<file path="src/design/alu_defines.svh">
`ifndef ALU_DEFINES_SVH
`define ALU_DEFINES_SVH

// integer data path width
`define ALU_XLEN 64

// one-hot operation select width,
// one bit per supported operation
`define ALU_SEL_W 34

`endif

</file>
<file path="src/design/alu_pkg.sv">
`default_nettype none

`include "alu_defines.svh"

package alu_pkg;

  // bit positions inside the one-hot operation select
  typedef enum int unsigned {
    op_add_64 = 0,  op_add_32 = 1,  op_sub = 2,      op_subw = 3,
    op_slt = 4,     op_sltu = 5,
    op_and = 6,     op_or = 7,      op_xor = 8,
    op_sll_64 = 9,  op_slli_64 = 10, op_slli_32 = 11, op_sll_32 = 12,
    op_srl_64 = 13, op_srli_64 = 14, op_srli_32 = 15, op_srl_32 = 16,
    op_sra_64 = 17, op_srai_64 = 18, op_srai_32 = 19, op_sra_32 = 20,
    op_rem_64 = 21, op_remu_64 = 22, op_remu_32 = 23, op_rem_32 = 24,
    op_div_64 = 25, op_divu_64 = 26, op_divu_32 = 27, op_div_32 = 28,
    op_mul = 29,    op_mulh = 30,    op_mulhsu = 31,  op_mulhu = 32,
    op_mul_64 = 33
  } alu_op_bit_e;

  typedef logic [`ALU_SEL_W-1:0] alu_sel_t;

  // select bits 33..29, msb first
  typedef struct packed {
    logic mul_64;
    logic mulhu;
    logic mulhsu;
    logic mulh;
    // low word, sign extended
    logic mulw;
  } mul_kind_t;

endpackage

`default_nettype wire

</file>
<file path="src/design/mul_if.sv">
`timescale 1ns/1ps
`default_nettype none

`include "alu_defines.svh"

interface mul_if import alu_pkg::*; ();

  // request side
  logic                 valid;
  mul_kind_t            kind;
  logic [`ALU_XLEN-1:0] multiplicand;
  logic [`ALU_XLEN-1:0] multiplier;
  logic                 ready;

  // unit side
  logic [`ALU_XLEN-1:0] product;
  logic                 stall;
  logic                 ok;

  modport requester (
    output valid, kind, multiplicand, multiplier, ready,
    input  product, stall, ok
  );

  modport unit (
    input  valid, kind, multiplicand, multiplier, ready,
    output product, stall, ok
  );

endinterface

`default_nettype wire

</file>
<file path="src/design/mul_seq_unit.sv">
`timescale 1ns/1ps
`default_nettype none

`include "alu_defines.svh"

module mul_seq_unit import alu_pkg::*; (
  input logic clk,
  input logic arst_n,
  mul_if.unit mul
);

  localparam int XLEN  = `ALU_XLEN;
  localparam int CNT_W = $clog2(XLEN);

  typedef enum logic [1:0] {
    st_idle,
    st_run,
    st_fin,
    st_done
  } state_e;

  state_e            state;
  logic [CNT_W-1:0]  step_cnt;
  mul_kind_t         kind_q;
  logic              neg_q;
  logic [XLEN-1:0]   mcand_q;
  logic [2*XLEN-1:0] acc_q;
  logic [XLEN-1:0]   product_q;

  logic              a_signed;
  logic              b_signed;
  logic              a_neg;
  logic              b_neg;
  logic [XLEN-1:0]   a_mag;
  logic [XLEN-1:0]   b_mag;
  logic [XLEN:0]     step_sum;
  logic [2*XLEN-1:0] full;
  logic              start;

  // mulh signs both operands and mulhsu only the multiplicand
  assign a_signed = mul.kind.mulh | mul.kind.mulhsu;
  assign b_signed = mul.kind.mulh;
  assign a_neg    = a_signed & mul.multiplicand[XLEN-1];
  assign b_neg    = b_signed & mul.multiplier[XLEN-1];
  assign a_mag    = a_neg ? (~mul.multiplicand + 1'b1) : mul.multiplicand;
  assign b_mag    = b_neg ? (~mul.multiplier + 1'b1) : mul.multiplier;

  assign start = (state == st_idle) && mul.valid;

  // upper half plus multiplicand with its carry
  assign step_sum = {1'b0, acc_q[2*XLEN-1:XLEN]} + {1'b0, mcand_q};
  assign full     = neg_q ? (~acc_q + 1'b1) : acc_q;

  always_ff @(posedge clk or negedge arst_n) begin
    if (!arst_n) begin
      state    <= st_idle;
      step_cnt <= '0;
    end else begin
      case (state)
        st_idle: begin
          if (mul.valid) begin
            state    <= st_run;
            step_cnt <= '0;
          end
        end
        st_run: begin
          step_cnt <= step_cnt + 1'b1;
          if (step_cnt == CNT_W'(XLEN - 1)) begin
            state <= st_fin;
          end
        end
        st_fin: state <= st_done;
        // hold until the load/store stage takes it
        st_done: begin
          if (mul.ready) begin
            state <= st_idle;
          end
        end
        default: state <= st_idle;
      endcase
    end
  end

  always_ff @(posedge clk) begin
    if (start) begin
      kind_q  <= mul.kind;
      neg_q   <= a_neg ^ b_neg;
      mcand_q <= a_mag;
      acc_q   <= {{XLEN{1'b0}}, b_mag};
    end else if (state == st_run) begin
      // lsb of the multiplier decides add or plain shift
      if (acc_q[0]) begin
        acc_q <= {step_sum, acc_q[XLEN-1:1]};
      end else begin
        acc_q <= {1'b0, acc_q[2*XLEN-1:1]};
      end
    end
    if (state == st_fin) begin
      if (kind_q.mulw) begin
        product_q <= {{(XLEN/2){full[XLEN/2-1]}}, full[XLEN/2-1:0]};
      end else if (kind_q.mul_64) begin
        product_q <= full[XLEN-1:0];
      end else begin
        product_q <= full[2*XLEN-1:XLEN];
      end
    end
  end

  assign mul.product = product_q;
  assign mul.stall   = (state != st_idle);
  assign mul.ok      = (state == st_done);

  // back-pressure freezes the finished result
  a_hold_under_backpressure: assert property (@(posedge clk) disable iff (!arst_n)
    (mul.ok && !mul.ready) |=> (mul.ok && mul.stall && $stable(mul.product)))
    else $error("mul_seq_unit: result not held under back-pressure");

  a_kind_onehot: assert property (@(posedge clk) disable iff (!arst_n)
    (state == st_run) |-> $onehot(kind_q))
    else $error("mul_seq_unit: captured kind %b not one-hot", kind_q);

endmodule

`default_nettype wire

</file>
<file path="src/flat_wrapper.sv">
// flat-port wrapper written by rule: the top's interface ports become plain ports
module mul_seq_unit_flat import alu_pkg::*;
  (clk, arst_n, mul_valid, mul_kind, mul_multiplicand, mul_multiplier, mul_ready, mul_product, mul_stall, mul_ok);
  mul_if mul_i ();
  input logic clk;
  input logic arst_n;
  input wire logic [$bits(mul_i.valid)-1:0] mul_valid;
  input wire logic [$bits(mul_i.kind)-1:0] mul_kind;
  input wire logic [$bits(mul_i.multiplicand)-1:0] mul_multiplicand;
  input wire logic [$bits(mul_i.multiplier)-1:0] mul_multiplier;
  input wire logic [$bits(mul_i.ready)-1:0] mul_ready;
  output wire logic [$bits(mul_i.product)-1:0] mul_product;
  output wire logic [$bits(mul_i.stall)-1:0] mul_stall;
  output wire logic [$bits(mul_i.ok)-1:0] mul_ok;
  assign mul_i.valid = mul_valid;
  assign mul_i.kind = mul_kind;
  assign mul_i.multiplicand = mul_multiplicand;
  assign mul_i.multiplier = mul_multiplier;
  assign mul_i.ready = mul_ready;
  assign mul_product = mul_i.product;
  assign mul_stall = mul_i.stall;
  assign mul_ok = mul_i.ok;
  mul_seq_unit u_core (.clk(clk), .arst_n(arst_n), .mul(mul_i));
endmodule
</file>
<file path="config.mk">
export PLATFORM = sky130hd
export DESIGN_NAME = mul_seq_unit_flat
export DESIGN_NICKNAME = d
export VERILOG_FILES = /design/src/design/alu_pkg.sv /design/src/design/mul_if.sv /design/src/design/mul_seq_unit.sv /design/src/flat_wrapper.sv
export VERILOG_INCLUDE_DIRS = /design/src /design/src/design
export SDC_FILE = /design/constraint.sdc
export NUM_CORES = 1
export LEC_CHECK = 0
export BUFFER_PORTS_ARGS = -buffer_cell sky130_fd_sc_hd__buf_2
export CAP_MARGIN = 10
export CORE_MARGIN = 2
export CORE_UTILIZATION = 65
export CTS_BUF_LIST = sky130_fd_sc_hd__clkbuf_4
export CTS_CLUSTER_SIZE = 10
export DETAILED_ROUTE_END_ITERATION = 10
export PLACE_DENSITY_LB_ADDON = 0.05
export RECOVER_POWER = 100
export SLEW_MARGIN = 0
export SYNTH_ARGS = -nofsm -noshare
export SYNTH_HDL_FRONTEND = slang
export SYNTH_SLANG_ARGS = --single-unit
</file>
<file path="constraint.sdc">
create_clock -name clk -period 8.1 [get_ports clk]
set_input_delay 1.62 -clock clk [delete_from_list [all_inputs] [get_ports clk]]
set_output_delay 1.62 -clock clk [all_outputs]
set_load 0.03 [all_outputs]
</file>
== Word level (Yosys, flattened, before mapping) ==
Index checks and enable logic that the tools add are counted.

* $add $sub $neg: 5
* Equal/unequal tests: 7
* Multiplexer cells: 14
* Bitwise logic cells: 7
* Reduce and logical (&&, ||, !) cells: 7

{| class="wikitable"
|+ Operators by type and width
! cell !! count
|-
| $mux W64 || 6
|-
| $mux W128 || 2
|-
| $add A128 B1 Y128 const B || 1
|-
| $add A64 B1 Y64 const B || 2
|-
| $not A128 Y128 || 1
|-
| $not A64 Y64 || 2
|-
| $add A64 B64 Y65 || 1
|-
| $pmux W6 S2 || 1
|-
| $pmux W2 S4 || 1
|-
| $add A6 B1 Y6 const B || 1
|-
| $eq A6 B6 Y1 const B || 1
|-
| $mux W2 || 3
|-
| $mux W6 || 1
|-
| $reduce_bool A2 Y1 || 3
|-
| $eq A2 B2 Y1 const B || 2
|-
| $ne A2 B2 Y1 const B || 2
|-
| $reduce_and A3 Y1 || 1
|-
| $and A1 B1 Y1 || 2
|-
| $eq A2 B1 Y1 const B || 1
|-
| $logic_not A2 Y1 || 1
|-
| $ne A2 B1 Y1 const B || 1
|-
| $reduce_and A2 Y1 || 1
|-
| $logic_and A1 B1 Y1 || 1
|-
| $or A1 B1 Y1 || 1
|-
| $xor A1 B1 Y1 || 1
|}

* Register bits: 267
* Bits of input ports: 137
* Output and inout bits: 66
* Logic and storage cells: 49

== Depth between registers and ports, before layout ==
* Depth in word-level cells: 5
* Mapped depth: 13
* Gate-level depth less buffers: 12

== Least setup slack after synthesis ==
Ideal clock, no wire load.

* Path type: input to register
* Start point: input port mul_multiplicand[30]
* End point: register u_core.mcand_q[59], data pin
* Library setup time: 0.262 ns
* Arrival time: 4.354 ns
* Data required time: 7.838 ns
* Path slack: 3.484 ns
* Stages: 10
* Buffers on the path: 0
* Path through: or4_1 -> or3_1 -> or4b_2 -> nor4_2 -> nand2_1 -> nor3_1 -> nand2_1 -> nor2b_1 -> a21oi_1 -> xor2_1

* Cells in the longest elaborated chain, start to end: 3

{| class="wikitable"
|+ Ends and longest elaborated chain
! element !! line !! text
|-
| start, declared || flat_wrapper.sv:9 || <nowiki>input wire logic [$bits(mul_i.multiplicand)-1:0] mul_multiplicand;</nowiki>
|-
| $not A64 Y64 || mul_seq_unit.sv:45 || <nowiki>assign a_mag = a_neg ? (~mul.multiplicand + 1'b1) : mul.multiplicand;</nowiki>
|-
| $add A64 B1 Y64 || mul_seq_unit.sv:45 ||
|-
| $mux W64 || mul_seq_unit.sv:45 ||
|-
| via u_core.a_mag[59] || mul_seq_unit.sv:34 || <nowiki>logic [XLEN-1:0] a_mag;</nowiki>
|-
| end signal, assigned || mul_seq_unit.sv:88 || <nowiki>mcand_q <= a_mag;</nowiki>
|-
| end, declared || mul_seq_unit.sv:26 || <nowiki>logic [XLEN-1:0] mcand_q;</nowiki>
|}

The timed path passes the listed nets, and every way through them passes these cells.
A chain may end at the register's enable or synchronous reset.

== Worst setup path in the final report ==
* Start point: register u_core.acc_q[10]
* End point: register u_core.product_q[44], in the netlist u_core.mul.product[44], data pin

* Cells in the longest elaborated chain, start to end: 5

{| class="wikitable"
|+ Ends and longest elaborated chain
! element !! line !! text
|-
| start, declared || mul_seq_unit.sv:27 || <nowiki>logic [2*XLEN-1:0] acc_q;</nowiki>
|-
| start signal, assigned || mul_seq_unit.sv:89 || <nowiki>acc_q <= {{XLEN{1'b0}}, b_mag};</nowiki>
|-
| start signal, assigned || mul_seq_unit.sv:93 || <nowiki>acc_q <= {step_sum, acc_q[XLEN-1:1]};</nowiki>
|-
| start signal, assigned || mul_seq_unit.sv:95 || <nowiki>acc_q <= {1'b0, acc_q[2*XLEN-1:1]};</nowiki>
|-
| $not A128 Y128 (*) || mul_seq_unit.sv:52 || <nowiki>assign full = neg_q ? (~acc_q + 1'b1) : acc_q;</nowiki>
|-
| $add A128 B1 Y128 (*) || mul_seq_unit.sv:52 ||
|-
| $mux W128 (*) || mul_seq_unit.sv:52 ||
|-
| $mux W64 || mul_seq_unit.sv:101 || <nowiki>end else if (kind_q.mul_64) begin</nowiki>
|-
| $mux W64 (*) || mul_seq_unit.sv:99 || <nowiki>if (kind_q.mulw) begin</nowiki>
|-
| end signal, assigned || mul_seq_unit.sv:100 || <nowiki>product_q <= {{(XLEN/2){full[XLEN/2-1]}}, full[XLEN/2-1:0]};</nowiki>
|-
| end signal, assigned || mul_seq_unit.sv:102 || <nowiki>product_q <= full[XLEN-1:0];</nowiki>
|-
| end signal, assigned || mul_seq_unit.sv:104 || <nowiki>product_q <= full[2*XLEN-1:XLEN];</nowiki>
|-
| end, declared || mul_seq_unit.sv:28 || <nowiki>logic [XLEN-1:0] product_q;</nowiki>
|}

Every way passes the cells marked *; elsewhere a longest branch is shown, timed or not.

==> flow_summary.yaml <==
detailed_routing:
  drt-total-wl_um: 57000
  final_antenna_net_count: 0
  detail_route.wl_per_cell_um: 20.3
  dr.pass1.iters: 8
  drt_iter0_markers: 2159
  vias_per_cell: 6.48
  vias: 18200
  drc_errors: 0
setup_path:
  cp_cell_sequence: "or4_1, nor4_1, nand4_4, or2_0, or4_1, or2_0, or3_1, o21ai_0, xor2_1, o221ai_1"
  worstSetupEndpointType: "flop"
  worst_setup_path_start_kind: "flop"
  critical_path.top_delay_family: "simple AND/OR/NAND/NOR gates"
  cpPeakStageDelay_ns: 1.15
  cp_slowest_cell: "nor4_1"
  cp_num_buf_inv: 0
  r2r-start: "u_core.acc_q[10]"
  worstSetupPathType: "flop to flop"
  crit_path_start: "u_core.acc_q[10]"
  cp_max_fo: 10
  crit_arrival_ns: 5.95
  required_ns: 8.47
clock_network:
  cts_setup_buffers: 0
  ctsResizeCount: 0
  clock_path_buffers: 3
  clk_latency_ns: 0.73
  cts_root_buf: "clkbuf_4"
  cts.clk_slew.worst_paths_ns: 0.07
  postCtsHoldBufs: 0
  cts_sinks: 267
  htree_levels: 3
  cts_tree: "yes"
  cts_buffers: 72
run:
  drv_cap: 6
timing:
  whs_ns: 0.534
  fin_crit_ns: 5.58
  layout_setup_ws_ns: 2.52
  setup_violations: 0
  max_freq_ghz: 0.179
  rsz0062_at_grt: "false"
  slew_headroom_pct: -114
  post-route-period-util_pct: 68.9
  worst_pin_slew_ns: 3.18
  finClkSkew_ns: 0.0589
  final_max_slew_viol_count: 337
  finalHoldViolations: 0
  setup_tns_ns: 0
synth:
  yosys_warnings: 0
  synth.net_count: 2403
  synth-async-reset-ratio_pct: 3.00
  synth_flop_cell: "edfxtp_1"
  netlist_top_cells_area: "edfxtp_1 (30%), xnor2_1 (7.7%), dfxtp_1 (6.6%)"
  yosysUniqueCellTypes: 79
  synth_top_area_share_pct: 30.2
  netlist_area_mm2: 0.0194
  ys_seq_area_share_pct: 37.9
  post-synth-top-count-cell: "o21ai_0"
  yosysTopAreaCell: "edfxtp_1"
  synth_edf_count: 195
  synth-seq-cells: 267
  avgSynthCellArea_um2: 8.84
  synthCells: 2192
  synthTopCellsByCount: "o21ai_0 (250), nand2_1 (231), edfxtp_1 (195)"
run_status:
  outcome: "finished with violations"
  violations: "max-capacitance violations, max-slew violations"
global_routing:
  grt_overflow: 0
  grt_util_all_layers_pct: 35.9
  antenna_found_initial: 2
  grt_pass1_vias: 17000
  grt_pass1_wl_um: 88700
  grt_max_degree: 75
finish:
  area_growth_pct: 9.88
  fin_util_pct: 72.2
  fin_area_mm2: 0.0213
  drive_gt1_share_pct: 11.3
  nNetsFinal: 2577
power:
  ir_drop_mv: 0.119
  leakage_uw: 0.00811
  powerDensity_mw_per_mm2: 135
floorplanning:
  dieArea_mm2: 0.0312
  num_rows: 63
  die_w_um: 177
  core_mm2: 0.0295
  initial_utilization_pct: 65.7
  die_h_um: 177
  ios: 203
place:
  numPortBuffers: 201
  hpwlAfterDp_um: 42200
  gp_congestion: 0.945
  pre_cts_slack_ns: 2.76
  post_dp_cell_area_mm2: 0.0205
worst_hold_path:
  hold_path.class: "flop to flop"
  holdCritStartpoint: "u_core.step_cnt[1]"
cell families after synthesis:
group,Yosys count,synth area share [%]
compound gates,686,21.7
simple gates,665,16.9
xor+xnor,309,14.0
flops,267,37.9
buf+inv,165,3.37
fa+ha+maj,74,4.82
mux,26,1.35
worst paths after layout:
kind / end / slack (ns) / cells after the start
max: u_core.mul.product[44] / 2.52 / 10
min: u_core.step_cnt[1] / 0.53 / 1
max reg2reg: u_core.mul.product[44] / 2.52 / 10
min reg2reg: u_core.step_cnt[1] / 0.53 / 1
max in group asynchronous: u_core.step_cnt[5] / 6.94 / 1
min in group asynchronous: u_core.state[1] / 0.80 / 1
final cells by class:
type | count | area, um2
Clock inverter | 27 | 164
Antenna cell | 1 | 2.50
Fill cell | 2369 | 8200
Sequential cell | 267 | 7340
Clock buffer | 103 | 773
Timing Repair Buffer | 214 | 991
Inverter | 51 | 193
Tap cell | 390 | 488
Multi-Input combinational cell | 1760 | 11300
flip-flops by register name (all words and copies together), names as in the netlist:
signal and count:
u_core.acc_q 128, u_core.mcand_q 64, u_core.mul.product 64, u_core.step_cnt 6, u_core.kind_q 2, u_core.state 2
u_core.neg_q 1
power by group:
group	internal, uW	leakage, uW	switching (uW)
Combinational	75.3	0.00509	90.6
Clock	655	0.000565	602
Sequential	1460	0.00245	0
Total	2190	0.00811	692
routing by layer:
metal  vias up  global-route usage [%]  part of all wire (%)
li1       8537                       -                     -
met1      8547                    46.7                    40
met2       969                    60.1                    48
met3       180                    5.37                   8.1
met4         0                    15.0                   4.1
met5         -                       0                     0
layout by cell type (no fill, tap or decap), drive strengths merged, types with 12 or more instances in the layout:
cell	netlist	final
and3	14	14
a211oi	21	21
xor2	138	138
ha	73	73
and2	12	12
o21ai	254	254
o31ai	52	52
buf	12	132
o21bai	18	18
a21o	28	28
nor2	145	145
nand2	231	231
clkinv	1	25
or3	28	28
nand4	31	31
o41ai	27	27
inv	50	51
or2	13	13
or4	31	31
edfxtp	195	195
clkbuf	101	185
nor3	48	48
dfxtp	64	64
a21oi	162	162
nor4	29	29
a31oi	21	21
o221ai	19	19
nand2b	17	17
nand3	38	38
a22oi	32	32
mux2i	25	25
xnor2	171	171
metrics by stage:
stage,power (uW),instances
after floorplan,1580,2192
after global placement,1650,2682
after detailed placement,1650,2682
after CTS,2890,2812
after global routing,2970,2813
final,2880,2813
No activity file was read; power rests on OpenSTA's default activity.
